<file path="src/verilog/core_pkg.sv">
`default_nettype none

package core_pkg;

	parameter int xlen = 64;

	typedef logic [4:0] reg_addr_t;

	// major opcodes, RISC-V encodings
	typedef enum logic [6:0] {
		OP_NONE = 7'b0000000,
		OP_IMM  = 7'b0010011,
		OP      = 7'b0110011,
		LUI     = 7'b0110111,
		LOAD    = 7'b0000011,
		STORE   = 7'b0100011,
		BRANCH  = 7'b1100011,
		JAL     = 7'b1101111
	} opcode_t;

	typedef enum logic [2:0] {
		ADD,
		SUB,
		AND,
		OR,
		XOR,
		PASS_B
	} alu_op_t;

	typedef enum logic [1:0] {
		FWD_NONE,
		FWD_MEM,
		FWD_WB
	} fwd_sel_t;

	typedef struct packed {
		logic    regwrite;
		logic    memread;
		logic    memwrite;
		logic    branch;
		logic    jump;
		alu_op_t alu_op;
		logic    use_imm;
	} ctrl_t;

	typedef struct packed {
		logic            valid;
		logic [xlen-1:0] pc;
		logic [31:0]     instruction;
	} fetch_data_t;

	typedef struct packed {
		logic            valid;
		logic [xlen-1:0] pc;
		logic [31:0]     instruction;
		ctrl_t           ctrl;
		reg_addr_t       rs1;
		reg_addr_t       rs2;
		reg_addr_t       rd;
		logic [xlen-1:0] rs1_data;
		logic [xlen-1:0] rs2_data;
		logic [xlen-1:0] imm;
	} decode_data_t;

	typedef struct packed {
		logic            valid;
		logic [xlen-1:0] pc;
		logic [31:0]     instruction;
		ctrl_t           ctrl;
		reg_addr_t       rd;
		logic [xlen-1:0] result;
		logic [xlen-1:0] store_data;
	} execute_data_t;

	typedef struct packed {
		logic            valid;
		logic [xlen-1:0] pc;
		logic [31:0]     instruction;
		logic            regwrite;
		reg_addr_t       rd;
		logic [xlen-1:0] regdata;
	} wb_data_t;

endpackage

`default_nettype wire

</file>
<file path="src/verilog/hazard_if.sv">
`default_nettype none

interface hazard_if;

	logic               stall_front;
	logic               flush_decode;
	logic               flush_execute;
	core_pkg::fwd_sel_t fwd_a;
	core_pkg::fwd_sel_t fwd_b;

	modport hazard (
		output stall_front, flush_decode, flush_execute, fwd_a, fwd_b
	);

	modport fetch (input stall_front, flush_decode);

	modport decode (input stall_front, flush_execute);

	modport execute (input fwd_a, fwd_b);

endinterface

`default_nettype wire

</file>
<file path="src/verilog/decode_stage.sv">
`default_nettype none

module decode_stage (
	input  logic                        clk,
	input  logic                        reset,
	hazard_if.decode                    hz,
	input  logic                        mem_wait,
	input  core_pkg::fetch_data_t       fetch_in,
	output core_pkg::reg_addr_t         ra1,
	output core_pkg::reg_addr_t         ra2,
	input  logic [core_pkg::xlen-1:0]   rd1,
	input  logic [core_pkg::xlen-1:0]   rd2,
	output core_pkg::decode_data_t      decode_out
);

	logic [31:0]               ins;
	core_pkg::opcode_t         opcode;
	core_pkg::ctrl_t           ctrl;
	logic [core_pkg::xlen-1:0] imm;
	logic [2:0]                funct3;
	logic                      uses_rs1;
	logic                      uses_rs2;

	assign ins    = fetch_in.instruction;
	assign funct3 = ins[14:12];

	always_comb begin
		case (ins[6:0])
			core_pkg::OP_IMM, core_pkg::OP, core_pkg::LUI, core_pkg::LOAD,
			core_pkg::STORE, core_pkg::BRANCH, core_pkg::JAL:
				opcode = core_pkg::opcode_t'(ins[6:0]);
			default:
				opcode = core_pkg::OP_NONE;
		endcase
	end

	// unsupported encodings fall out with all control bits low
	always_comb begin
		ctrl = '0;
		imm = '0;
		case (opcode)
			core_pkg::OP_IMM: begin
				ctrl.regwrite = (funct3 == 3'b000);
				ctrl.use_imm = 1'b1;
				imm = {{52{ins[31]}}, ins[31:20]};
			end
			core_pkg::OP: begin
				ctrl.regwrite = 1'b1;
				case (funct3)
					3'b000: ctrl.alu_op = ins[30] ? core_pkg::SUB : core_pkg::ADD;
					3'b111: ctrl.alu_op = core_pkg::AND;
					3'b110: ctrl.alu_op = core_pkg::OR;
					3'b100: ctrl.alu_op = core_pkg::XOR;
					default: ctrl.regwrite = 1'b0;
				endcase
			end
			core_pkg::LUI: begin
				ctrl.regwrite = 1'b1;
				ctrl.use_imm = 1'b1;
				ctrl.alu_op = core_pkg::PASS_B;
				imm = {{32{ins[31]}}, ins[31:12], 12'b0};
			end
			core_pkg::LOAD: begin
				ctrl.regwrite = (funct3 == 3'b011);
				ctrl.memread = (funct3 == 3'b011);
				ctrl.use_imm = 1'b1;
				imm = {{52{ins[31]}}, ins[31:20]};
			end
			core_pkg::STORE: begin
				ctrl.memwrite = (funct3 == 3'b011);
				ctrl.use_imm = 1'b1;
				imm = {{52{ins[31]}}, ins[31:25], ins[11:7]};
			end
			core_pkg::BRANCH: begin
				ctrl.branch = (funct3 == 3'b000);
				imm = {{51{ins[31]}}, ins[31], ins[7], ins[30:25], ins[11:8], 1'b0};
			end
			core_pkg::JAL: begin
				ctrl.regwrite = 1'b1;
				ctrl.jump = 1'b1;
				imm = {{43{ins[31]}}, ins[31], ins[19:12], ins[20], ins[30:21], 1'b0};
			end
			default: ;
		endcase
		// x0 is never a destination
		if (ins[11:7] == 5'd0)
			ctrl.regwrite = 1'b0;
	end

	assign uses_rs1 = opcode inside {core_pkg::OP_IMM, core_pkg::OP, core_pkg::LOAD,
		core_pkg::STORE, core_pkg::BRANCH};
	assign uses_rs2 = opcode inside {core_pkg::OP, core_pkg::STORE, core_pkg::BRANCH};

	assign ra1 = uses_rs1 ? ins[19:15] : 5'd0;
	assign ra2 = uses_rs2 ? ins[24:20] : 5'd0;

	always_ff @(posedge clk) begin
		if (reset) begin
			decode_out.valid <= 1'b0;
		end else if (~mem_wait) begin
			decode_out.valid <= fetch_in.valid & ~hz.flush_execute & ~hz.stall_front;
			decode_out.pc <= fetch_in.pc;
			decode_out.instruction <= ins;
			decode_out.ctrl <= ctrl;
			decode_out.rs1 <= ra1;
			decode_out.rs2 <= ra2;
			decode_out.rd <= ins[11:7];
			decode_out.rs1_data <= rd1;
			decode_out.rs2_data <= rd2;
			decode_out.imm <= imm;
		end
	end

endmodule

`default_nettype wire

</file>
<file path="src/flat_wrapper.sv">
// flat-port wrapper written by rule: the top's interface ports become plain ports
module decode_stage_flat 
  (clk, reset, mem_wait, fetch_in, ra1, ra2, rd1, rd2, decode_out, hz_stall_front, hz_flush_execute);
  hazard_if hz_i ();
  input  logic clk;
  input  logic reset;
  input  logic mem_wait;
  input  core_pkg::fetch_data_t fetch_in;
  output core_pkg::reg_addr_t ra1;
  output core_pkg::reg_addr_t ra2;
  input  logic [core_pkg::xlen-1:0] rd1;
  input  logic [core_pkg::xlen-1:0] rd2;
  output core_pkg::decode_data_t decode_out;
  input wire logic [$bits(hz_i.stall_front)-1:0] hz_stall_front;
  input wire logic [$bits(hz_i.flush_execute)-1:0] hz_flush_execute;
  assign hz_i.stall_front = hz_stall_front;
  assign hz_i.flush_execute = hz_flush_execute;
  decode_stage u_core (.clk(clk), .reset(reset), .hz(hz_i), .mem_wait(mem_wait), .fetch_in(fetch_in), .ra1(ra1), .ra2(ra2), .rd1(rd1), .rd2(rd2), .decode_out(decode_out));
endmodule
</file>
<file path="config.mk">
export PLATFORM = sky130hd
export DESIGN_NAME = decode_stage_flat
export DESIGN_NICKNAME = d
export VERILOG_FILES = /design/src/verilog/core_pkg.sv /design/src/verilog/hazard_if.sv /design/src/verilog/decode_stage.sv /design/src/flat_wrapper.sv
export SDC_FILE = /design/constraint.sdc
export NUM_CORES = 1
export LEC_CHECK = 0
export BUFFER_PORTS_ARGS = -buffer_cell sky130_fd_sc_hd__buf_2
export CAP_MARGIN = 0
export CORE_AREA = 2 2 218 220
export CTS_CLUSTER_SIZE = 40
export DETAILED_ROUTE_END_ITERATION = 10
export DIE_AREA = 0 0 220 222
export GPL_ROUTABILITY_DRIVEN = 0
export PLACE_DENSITY = 0.49
export SETUP_SLACK_MARGIN = 0.2
export SLEW_MARGIN = 20
export SYNTH_ARGS = -nofsm -noshare
export SYNTH_HDL_FRONTEND = slang
export SYNTH_SLANG_ARGS = --single-unit
</file>
<file path="constraint.sdc">
create_clock -name clk -period 14.8 [get_ports clk]
set_input_delay 2.96 -clock clk [delete_from_list [all_inputs] [get_ports clk]]
set_output_delay 2.96 -clock clk [all_outputs]
set_load 0.1 [all_outputs]
</file>
# Word level (Yosys, flattened, before mapping)
# Cells that the tools add are included.
# Widths: inputs -> output; s select.
totals:
  register_bits: 313
  elab_cells: 61
  out_inout_bits: 323
classes:
  eq_ne: 18
  n_mux: 11
  n_reduce_logical: 10
  bitwise: 6
op_table:
  columns: ["operator", "count"]
  rows:
  - ["$pmux 64 s5", 1]
  - ["$eq 7x6->1 const B", 6]
  - ["$eq 7x7->1 const B", 4]
  - ["$eq 7x2->1 const B", 2]
  - ["$eq 7x5->1 const B", 2]
  - ["$pmux 3 s4", 1]
  - ["$mux 5", 2]
  - ["$eq 3x3->1 const B", 3]
  - ["$reduce_or 4->1", 2]
  - ["$mux 7", 1]
  - ["$reduce_or 7->1", 1]
  - ["$pmux 3 s2", 1]
  - ["$logic_not 5->1", 1]
  - ["$reduce_bool 5->1", 1]
  - ["$mux 1", 4]
  - ["$not 1->1", 4]
  - ["$pmux 1 s4", 1]
  - ["$reduce_or 2->1", 2]
  - ["$eq 3x2->1 const B", 1]
  - ["$logic_not 3->1", 1]
  - ["$reduce_bool 3->1", 1]
  - ["$and 1x1->1", 2]
  - ["$reduce_and 2->1", 1]

# Depth between registers and ports, before layout
# Gate-level depths: netlist of the first run.
logic_depth:
  ltp_word: 6
  ltp_mapped: 6
  ltp_nobuf: 4

# Worst setup path before layout of the first run
# Ideal clock, no wire load.
synth_timing:
  path_kind: "input to register"
  start: "input reset"
  end: "register, netlist name u_core.decode_out[0]"
  t_required_ns: 13.880
  path_buffers: 0
  stages: 1
  slack_ns: -0.480
  t_arrival_ns: 14.360
  cell_sequence: "nor2_1"
synth_via:
  elab_chain_len: 2
synth_rtl:
  columns: ["item", "line_no", "text"]
  rows:
  - ["start: declaration", "flat_wrapper.sv:6", "input logic reset;"]
  - ["$not 1->1 (no source line)", null, null]
  - ["$reduce_and 2->1 (no source line)", null, null]
# Every way passes these cells.
# A chain may end at the register's enable or synchronous reset.

# Worst setup path in the final report of the first run
layout_timing:
  start: "input fetch_in[3] (netlist name)"
  end: "output ra2[1]"
layout_via:
  elab_chain_len: 6
  elab_cells_between_ends: 14
layout_rtl:
  columns: ["item", "line_no", "text"]
  rows:
  - ["start: declaration", "flat_wrapper.sv:8", "input core_pkg::fetch_data_t fetch_in;"]
  - ["$eq 7x5->1, or another cell as far along", "decode_stage.sv:28", "case (ins[6:0])"]
  - ["$reduce_or 7->1", "decode_stage.sv:28", null]
  - ["$mux 7 *", "decode_stage.sv:28", null]
  - ["$eq 7x6->1 / $eq 7x7->1 (equally long branches)", "decode_stage.sv:92", "assign uses_rs2 = opcode inside {core_pkg::OP, core_pkg::STORE, core_pkg::BRANCH};"]
  - ["$reduce_bool 3->1 *", "decode_stage.sv:92", null]
  - ["$mux 5 *", "decode_stage.sv:95", "assign ra2 = uses_rs2 ? ins[24:20] : 5'd0;"]
  - ["end: declaration", "flat_wrapper.sv:10", "output core_pkg::reg_addr_t ra2;"]
# Every way passes the cells marked *; elsewhere a longest branch is shown, timed or not.

==> results.ini, run 1 <==
[timing]
final.period_utilization = 0.536
finalMaxSlewViolations = 0
tns_ps = 0
rsz0062_at_grt = no
fin_crit_ps = 7940
timing.fmax_mhz = 126
clock_skew_ps = 0
worstMarginPinSlew_ps = 1030
hold_violations = 0
worst_slack_ps = 6860
setup_viol = 0
slew_headroom = 0.316

[critical_path]
end_kind = output pin
worstPathArrival_ps = 4980
r2r_cells = 2
crit_slowest_cell = a211oi_2
crit_type = in -> out
crit_required_ps = 11840
path_max_fanout = 9
cp_common_cell = buf_2
startpoint_type = primary input
worstPathCellList = buf_2, nand4bb_1, a211oi_2, and2_1, buf_2
slowest_delay_ps = 680

[power]
switching_share = 0.348
p_leak_nw = 5.62
power_frac_seq = 0.415
switching_power_mw = 0.778
vdd_drop_max_uv = 89.4
clkPwrFrac = 0.352
power.internal_mw = 1.46
power_density_mw_per_mm2 = 164
p_comb_frac = 0.233
p_total_mw = 2.24

[drt]
firstDrtPassIters = 4
wl_um = 29400
via_per_inst = 3.75
drtIter0Drc = 297
ant_nets = 0
drc = 0
wl_per_cell_um = 18.3
dr_total_vias = 6034

[synthesis]
synth_top_cell_area_share = 0.884
synth_area_per_cell_um2 = 21.6
synth-xor-area-share = 0
synth_edf_count = 275
yosysSeqAreaShare = 0.886
yosys-top-cells-count = edfxtp_1, buf_4, a21o_1
synth_top_family_by_area = simple AND/OR/NAND/NOR gates
muxShareOfSynthArea = 0
synth_fp_nets = 662
ys_warn_count = 0
syn_inst = 432
async_reset_ff_frac = 0
yosys.area_share.simple = 0.0424
synth_area_leaders = edfxtp_1, buf_4, a21o_1, and2_1, a22o_1
synthesis.area_mm2 = 0.00935
synth_seq_cells = 276
ys.flop_type = edfxtp_1
synth_most_common_cell = edfxtp_1
synth_top_cell_by_area = edfxtp_1
synth_compound_area_frac = 0.0360
synthAdderAreaFrac = 0
synth_cell_types = 40

[placement]
post-dp-hpwl_um = 22100
dp_cells = 1551
preCtsSetupSlack_ps = 6810
port_buffers = 552

[global_route]
grt_pass1_wl_um = 39900
grt_antenna_before_repair = 7
grt_max_degree = 81
grt_use_total = 0.111
grt_pass1_vias = 5927
overflow = 0

[clocking]
clk_latency_ps = 560
cts_sinks = 276
h-tree-depth = 1
root_buffer = clkbuf_16
cts_tree = yes
cts_buffer_depth = 3
path_clk_slew_ps = 60
ctsResizeCount = 0
cts_made_buffers = 30
ctsHoldBuffers = 0
cts_setup_buffers = 0

[floorplanning]
row_count = 79
initial_core_util = 0.202
die_x_um = 220
dieArea_mm2 = 0.0488
pin_count = 553
die_h_um = 222
core-area_mm2 = 0.0463

[layout]
final_layout_size_suffix_gt1_frac = 0.614
stdcell_count = 1609
top_regs = u_core.decode_out x276
regMostFlops = u_core.decode_out
finalNetCount = 1207
area_delta_synth_final_pct = 45.9
num-fill-cells = 4702
largest_reg_flops = 276

[run]
maxCapViolations = 0

[min_path]
whs_path_depth = 2
holdCritPathClass = reg -> reg

[status]
outcome = completed

==> cells by family after synthesis <==
logic type      count (synthesis)
flops                         276
simple gates                   64
buf+inv                        47
compound gates                 45
==> per-layer routing <==
metal  vias up  part of all wire  GRT usage
met5         -           0.00044          0
met4         2             0.033     0.0416
met3        57              0.11     0.0427
met2       304              0.48      0.186
met1      2927              0.37      0.127
li1       2744                 -          -
==> power groups by stage <==
stage	clock network [mW]	logic (mW)	registers, mW
floorplan	0	0.0723	1.31
global placement	0	0.523	0.947
detailed placement	0	0.523	0.947
CTS	0.818	0.524	0.931
global route	0.848	0.535	0.934
finish	0.787	0.522	0.930
==> cell type report <==
| cell class | instances | area (µm²) | share of cell area |
|---|---|---|---|
| repair buffers | 558 | 2820 | 0.206 |
| multi-input cells | 109 | 741 | 0.0543 |
| clock buffers | 36 | 795 | 0.0583 |
| flip-flops and latches | 276 | 8280 | 0.607 |
| diodes | 3 | 7.51 | 0.000550 |
| well taps | 607 | 759 | 0.0557 |
| inverters | 2 | 7.51 | 0.000550 |
| clock inverters | 18 | 235 | 0.0172 |
==> placed cells by master (no fill, tap or decap), types with 2 or more instances in the layout <==
master and instances:
a2bb2oi_1 2, bufinv_16 6, clkinv_1 7, nor2_1 8, clkbuf_16 31, and3_1 3, o21ai_0 2, buf_2 552
diode_2 3, nand2b_1 2, a21oi_2 3, edfxtp_1 275, nor4_1 3, a21oi_1 7, a21o_1 20, nand3_1 4
a22o_1 5, clkinv_2 4, nand2_1 10, and2_1 18, nor3_1 2, clkbuf_1 5, buf_4 5
==> critical path: cells and delay by family <==
kind                   cells  cell delay, ps
buffers and inverters      2             590
AND/OR/NAND/NOR            2             730
AO/OA/AOI/OAI              1             680
==> worst paths after layout <==
check,from,to,slack (ps)
setup / recovery,fetch_in[3],ra2[1],6860
hold / removal,u_core.decode_out[312],u_core.decode_out[312],500
setup reg to reg,u_core.decode_out[312],u_core.decode_out[312],14220
hold reg to reg,u_core.decode_out[312],u_core.decode_out[312],500
==> per-stage QoR <==
step / hold WS [ps] / instance area [µm²] / util
final: 502 / 13600 / 0.295
after global routing: 530 / 13600 / 0.295
after CTS: 508 / 13600 / 0.294
after detailed placement: 494 / 12600 / 0.272
after global placement: 484 / 12600 / 0.272
after floorplan: 960 / 9350 / -
(Power assumes the default switching activity.)
==> inputs of run 2 (changes only) <==
ABC_AREA = 1   (was not set)
CORE_AREA = 2 2 214 216   (was 2 2 218 220)
DIE_AREA = 0 0 216 218   (was 0 0 220 222)
PLACE_DENSITY = 0.48   (was 0.49)
clock period = 7.8 ns   (was 14.8 ns; I/O delays follow)
==> run 2 against run 1 <==
Compared with the run above:
- combinational power rose by 89%
- hold slack got worse by 37 ps
- global-route usage is 0.37 points higher
- critical endpoint is now ra1[0]
- highest routed layer is now met4
- largest power group unchanged
- cell area fell by 0.29%
==> results.ini, run 2 <==
[status]
outcome = completed  ; unchanged

[critical_path]
path_max_fanout = 6  ; was 9
reg2reg_from = u_core.decode_out[312]  ; unchanged
crit_start = fetch_in[4]  ; was fetch_in[3]
reg2reg_slack_ps = 7230  ; was 14220 ps
critPathBufInv = 3  ; was 2
critPathCapture = ra1[0]  ; was ra2[1]
critPathTopFamily = simple AND/OR/NAND/NOR gates  ; unchanged
end_kind = output pin  ; unchanged
cp_common_cell = nand2_1  ; was buf_2
worstPathArrival_ps = 3130  ; was 4980 ps
startpoint_type = primary input  ; unchanged
slowest_delay_ps = 450  ; was 680 ps
worstPathCellList = buf_2, inv_2, nand2_1, nor2_4, nor2_1, nand2_1, nand2_1, nor2_1, buf_2  ; was buf_2, nand4bb_1, a211oi_2, and2_1, buf_2
r2r-end = u_core.decode_out[312]  ; unchanged
crit_slowest_cell = buf_2  ; was a211oi_2
cp.depth = 9  ; was 5
crit_type = in -> out  ; unchanged
r2r_cells = 2  ; unchanged
crit_required_ps = 6240  ; was 11840 ps

[run]
maxCapViolations = 0  ; unchanged

[drt]
via_per_inst = 3.73  ; was 3.75
drtIter0Drc = 410  ; was 297
wl_um = 29300  ; was 29400 µm
dr_total_vias = 6151  ; was 6034
firstDrtPassIters = 4  ; unchanged
ant_nets = 0  ; unchanged
drc = 0  ; unchanged
wl_per_cell_um = 17.8  ; was 18.3 µm

[synthesis]
async_reset_ff_frac = 0  ; unchanged
synth_area_per_cell_um2 = 19.5  ; was 21.6 µm²
synth_fp_nets = 710  ; was 662
yosysSeqAreaShare = 0.886  ; about the same
synth_cell_types = 22  ; was 40
syn_inst = 480  ; was 432
synth_seq_cells = 276  ; unchanged
synth_edf_count = 275  ; unchanged
ys_warn_count = 0  ; unchanged
synth_top_cell_area_share = 0.884  ; about the same
yosys-top-cells-count = edfxtp_1, nand2_1, buf_4  ; was edfxtp_1, buf_4, a21o_1
synth_top_family_by_area = simple AND/OR/NAND/NOR gates  ; unchanged
synth_compound_area_frac = 0.0197  ; was 0.0360
yosys.area_share.simple = 0.0487  ; was 0.0424
synth_area_leaders = edfxtp_1, buf_4, nand2_1, inv_1, o211ai_1  ; was edfxtp_1, buf_4, a21o_1, and2_1, a22o_1
synth-xor-area-share = 0  ; unchanged
synthesis.area_mm2 = 0.00935  ; about the same
muxShareOfSynthArea = 0  ; unchanged
synth_most_common_cell = edfxtp_1  ; unchanged
synth_top_cell_by_area = edfxtp_1  ; unchanged
synthAdderAreaFrac = 0  ; unchanged
ys.flop_type = edfxtp_1  ; unchanged

[global_route]
grt_pass1_vias = 6041  ; was 5927
grt_max_degree = 143  ; was 81
overflow = 0  ; unchanged
grt_use_total = 0.114  ; was 0.111
grt_pass1_wl_um = 40100  ; was 39900 µm
grt_antenna_before_repair = 0  ; was 7

[clocking]
cts_tree = yes  ; unchanged
root_buffer = clkbuf_16  ; unchanged
ctsHoldBuffers = 0  ; unchanged
cts_sinks = 276  ; unchanged
ctsResizeCount = 0  ; unchanged
cts_buffer_depth = 3  ; unchanged
cts_setup_buffers = 0  ; unchanged
h-tree-depth = 1  ; unchanged
cts_made_buffers = 31  ; was 30
clk_latency_ps = 550  ; was 560 ps
path_clk_slew_ps = 60  ; about the same

[timing]
hold_violations = 0  ; unchanged
worstMarginPinSlew_ps = 998  ; was 1030 ps
clock_skew_ps = 0  ; unchanged
timing.fmax_mhz = 213
slew_headroom = 0.335  ; was 0.316
fin_crit_ps = 4690
tns_ps = 0  ; unchanged
final.period_utilization = 0.601
whs_ps = 465  ; was 502 ps
rsz0062_at_grt = no  ; unchanged
finalMaxSlewViolations = 0  ; unchanged
worst_slack_ps = 3110  ; was 6860 ps
setup_viol = 0  ; unchanged

[power]
vdd_drop_max_uv = 137  ; was 89.4 µV
p_leak_nw = 5.64  ; was 5.62 nW
power_density_mw_per_mm2 = 307  ; was 164 mW/mm²
p_total_mw = 4.17  ; was 2.24 mW

[min_path]
holdCritPathClass = reg -> reg  ; unchanged

[placement]
preCtsSetupSlack_ps = 3050  ; was 6810 ps
post-dp-hpwl_um = 22300  ; was 22100 µm
port_buffers = 552  ; unchanged

[floorplanning]
row_count = 78  ; was 79
core-area_mm2 = 0.0449  ; was 0.0463 mm²
initial_core_util = 0.208  ; was 0.202
dieArea_mm2 = 0.0471  ; was 0.0488 mm²
die_x_um = 216  ; was 220 µm
pin_count = 553  ; unchanged
die_h_um = 218  ; was 222 µm

[layout]
largest_reg_flops = 276  ; unchanged
regMostFlops = u_core.decode_out  ; unchanged
final_common_cell = buf_2  ; unchanged
diodes = 0  ; was 3
num-fill-cells = 4617  ; was 4702
postLayoutCoreUtil = 0.303  ; was 0.295
final_layout_size_suffix_gt1_frac = 0.589  ; was 0.614
finalNetCount = 1258  ; was 1207
area_delta_synth_final_pct = 45.5  ; was 45.9%
top_regs = u_core.decode_out x276  ; unchanged
final_cell_mix = buf_2, edfxtp_1, nand2_1  ; was buf_2, edfxtp_1, clkbuf_16

==> run 2: through the flow <==
stage               cells  instance area (µm²)
global placement     1595                12600
global route         1649                13600
detailed placement   1595                12600
floorplan             480                 9350
CTS                  1649                13600
finish               1649                13600
==> run 2: how the worst min path moves through the flow <==
| stage | from | slack (ps) | endpoint | depth (start not counted) |
|---|---|---|---|---|
| 2_1_floorplan | u_core.decode_out[312] | 880 | u_core.decode_out[312] | 2 |
| 3_3_place_gp | u_core.decode_out[312] | 460 | u_core.decode_out[312] | 2 |
| 3_5_place_dp | u_core.decode_out[312] | 460 | u_core.decode_out[312] | 2 |
| 4_1_cts | u_core.decode_out[312] | 470 | u_core.decode_out[312] | 2 |
| 5_1_grt | u_core.decode_out[312] | 490 | u_core.decode_out[312] | 2 |
| 6_report | u_core.decode_out[312] | 470 | u_core.decode_out[312] | 2 |
==> run 2: logic make-up after synthesis <==
family / after synthesis
DFF: 276
and+or+nand+nor: 104
buffers and inverters: 73
AOI/OAI and AO/OA: 27
==> run 2: area by class of cell <==
class	count	area (µm²)	area share
clock buffers	41	843	0.0620
clock inverters	13	146	0.0108
inverters	33	124	0.00911
multi-input cells	131	658	0.0484
flip-flops and latches	276	8280	0.609
well taps	600	751	0.0552
repair buffers	555	2800	0.206
==> run 2: layer usage <==
layer	track usage	part of all wire	vias to the layer above
li1	-	-	2831
met1	0.140	0.39	2999
met2	0.194	0.50	274
met3	0.0331	0.082	47
met4	0.0379	0.025	0
met5	0	0	-
==> run 2: where the power goes <==
| group | switching [mW] | leakage [nW] | internal, mW |
|---|---|---|---|
| clock network | 0.567 | 0.482 | 0.852 |
| registers | 0.0266 | 2.53 | 1.74 |
| logic | 0.874 | 2.63 | 0.112 |
==> run 2: worst register-to-register path: cells and delay by family, from the launching register on <==
family | cells | cell delay (ps)
AND/OR/NAND/NOR | 1 | 50
AO/OA/AOI/OAI | 1 | 120
flip-flops | 1 | 330
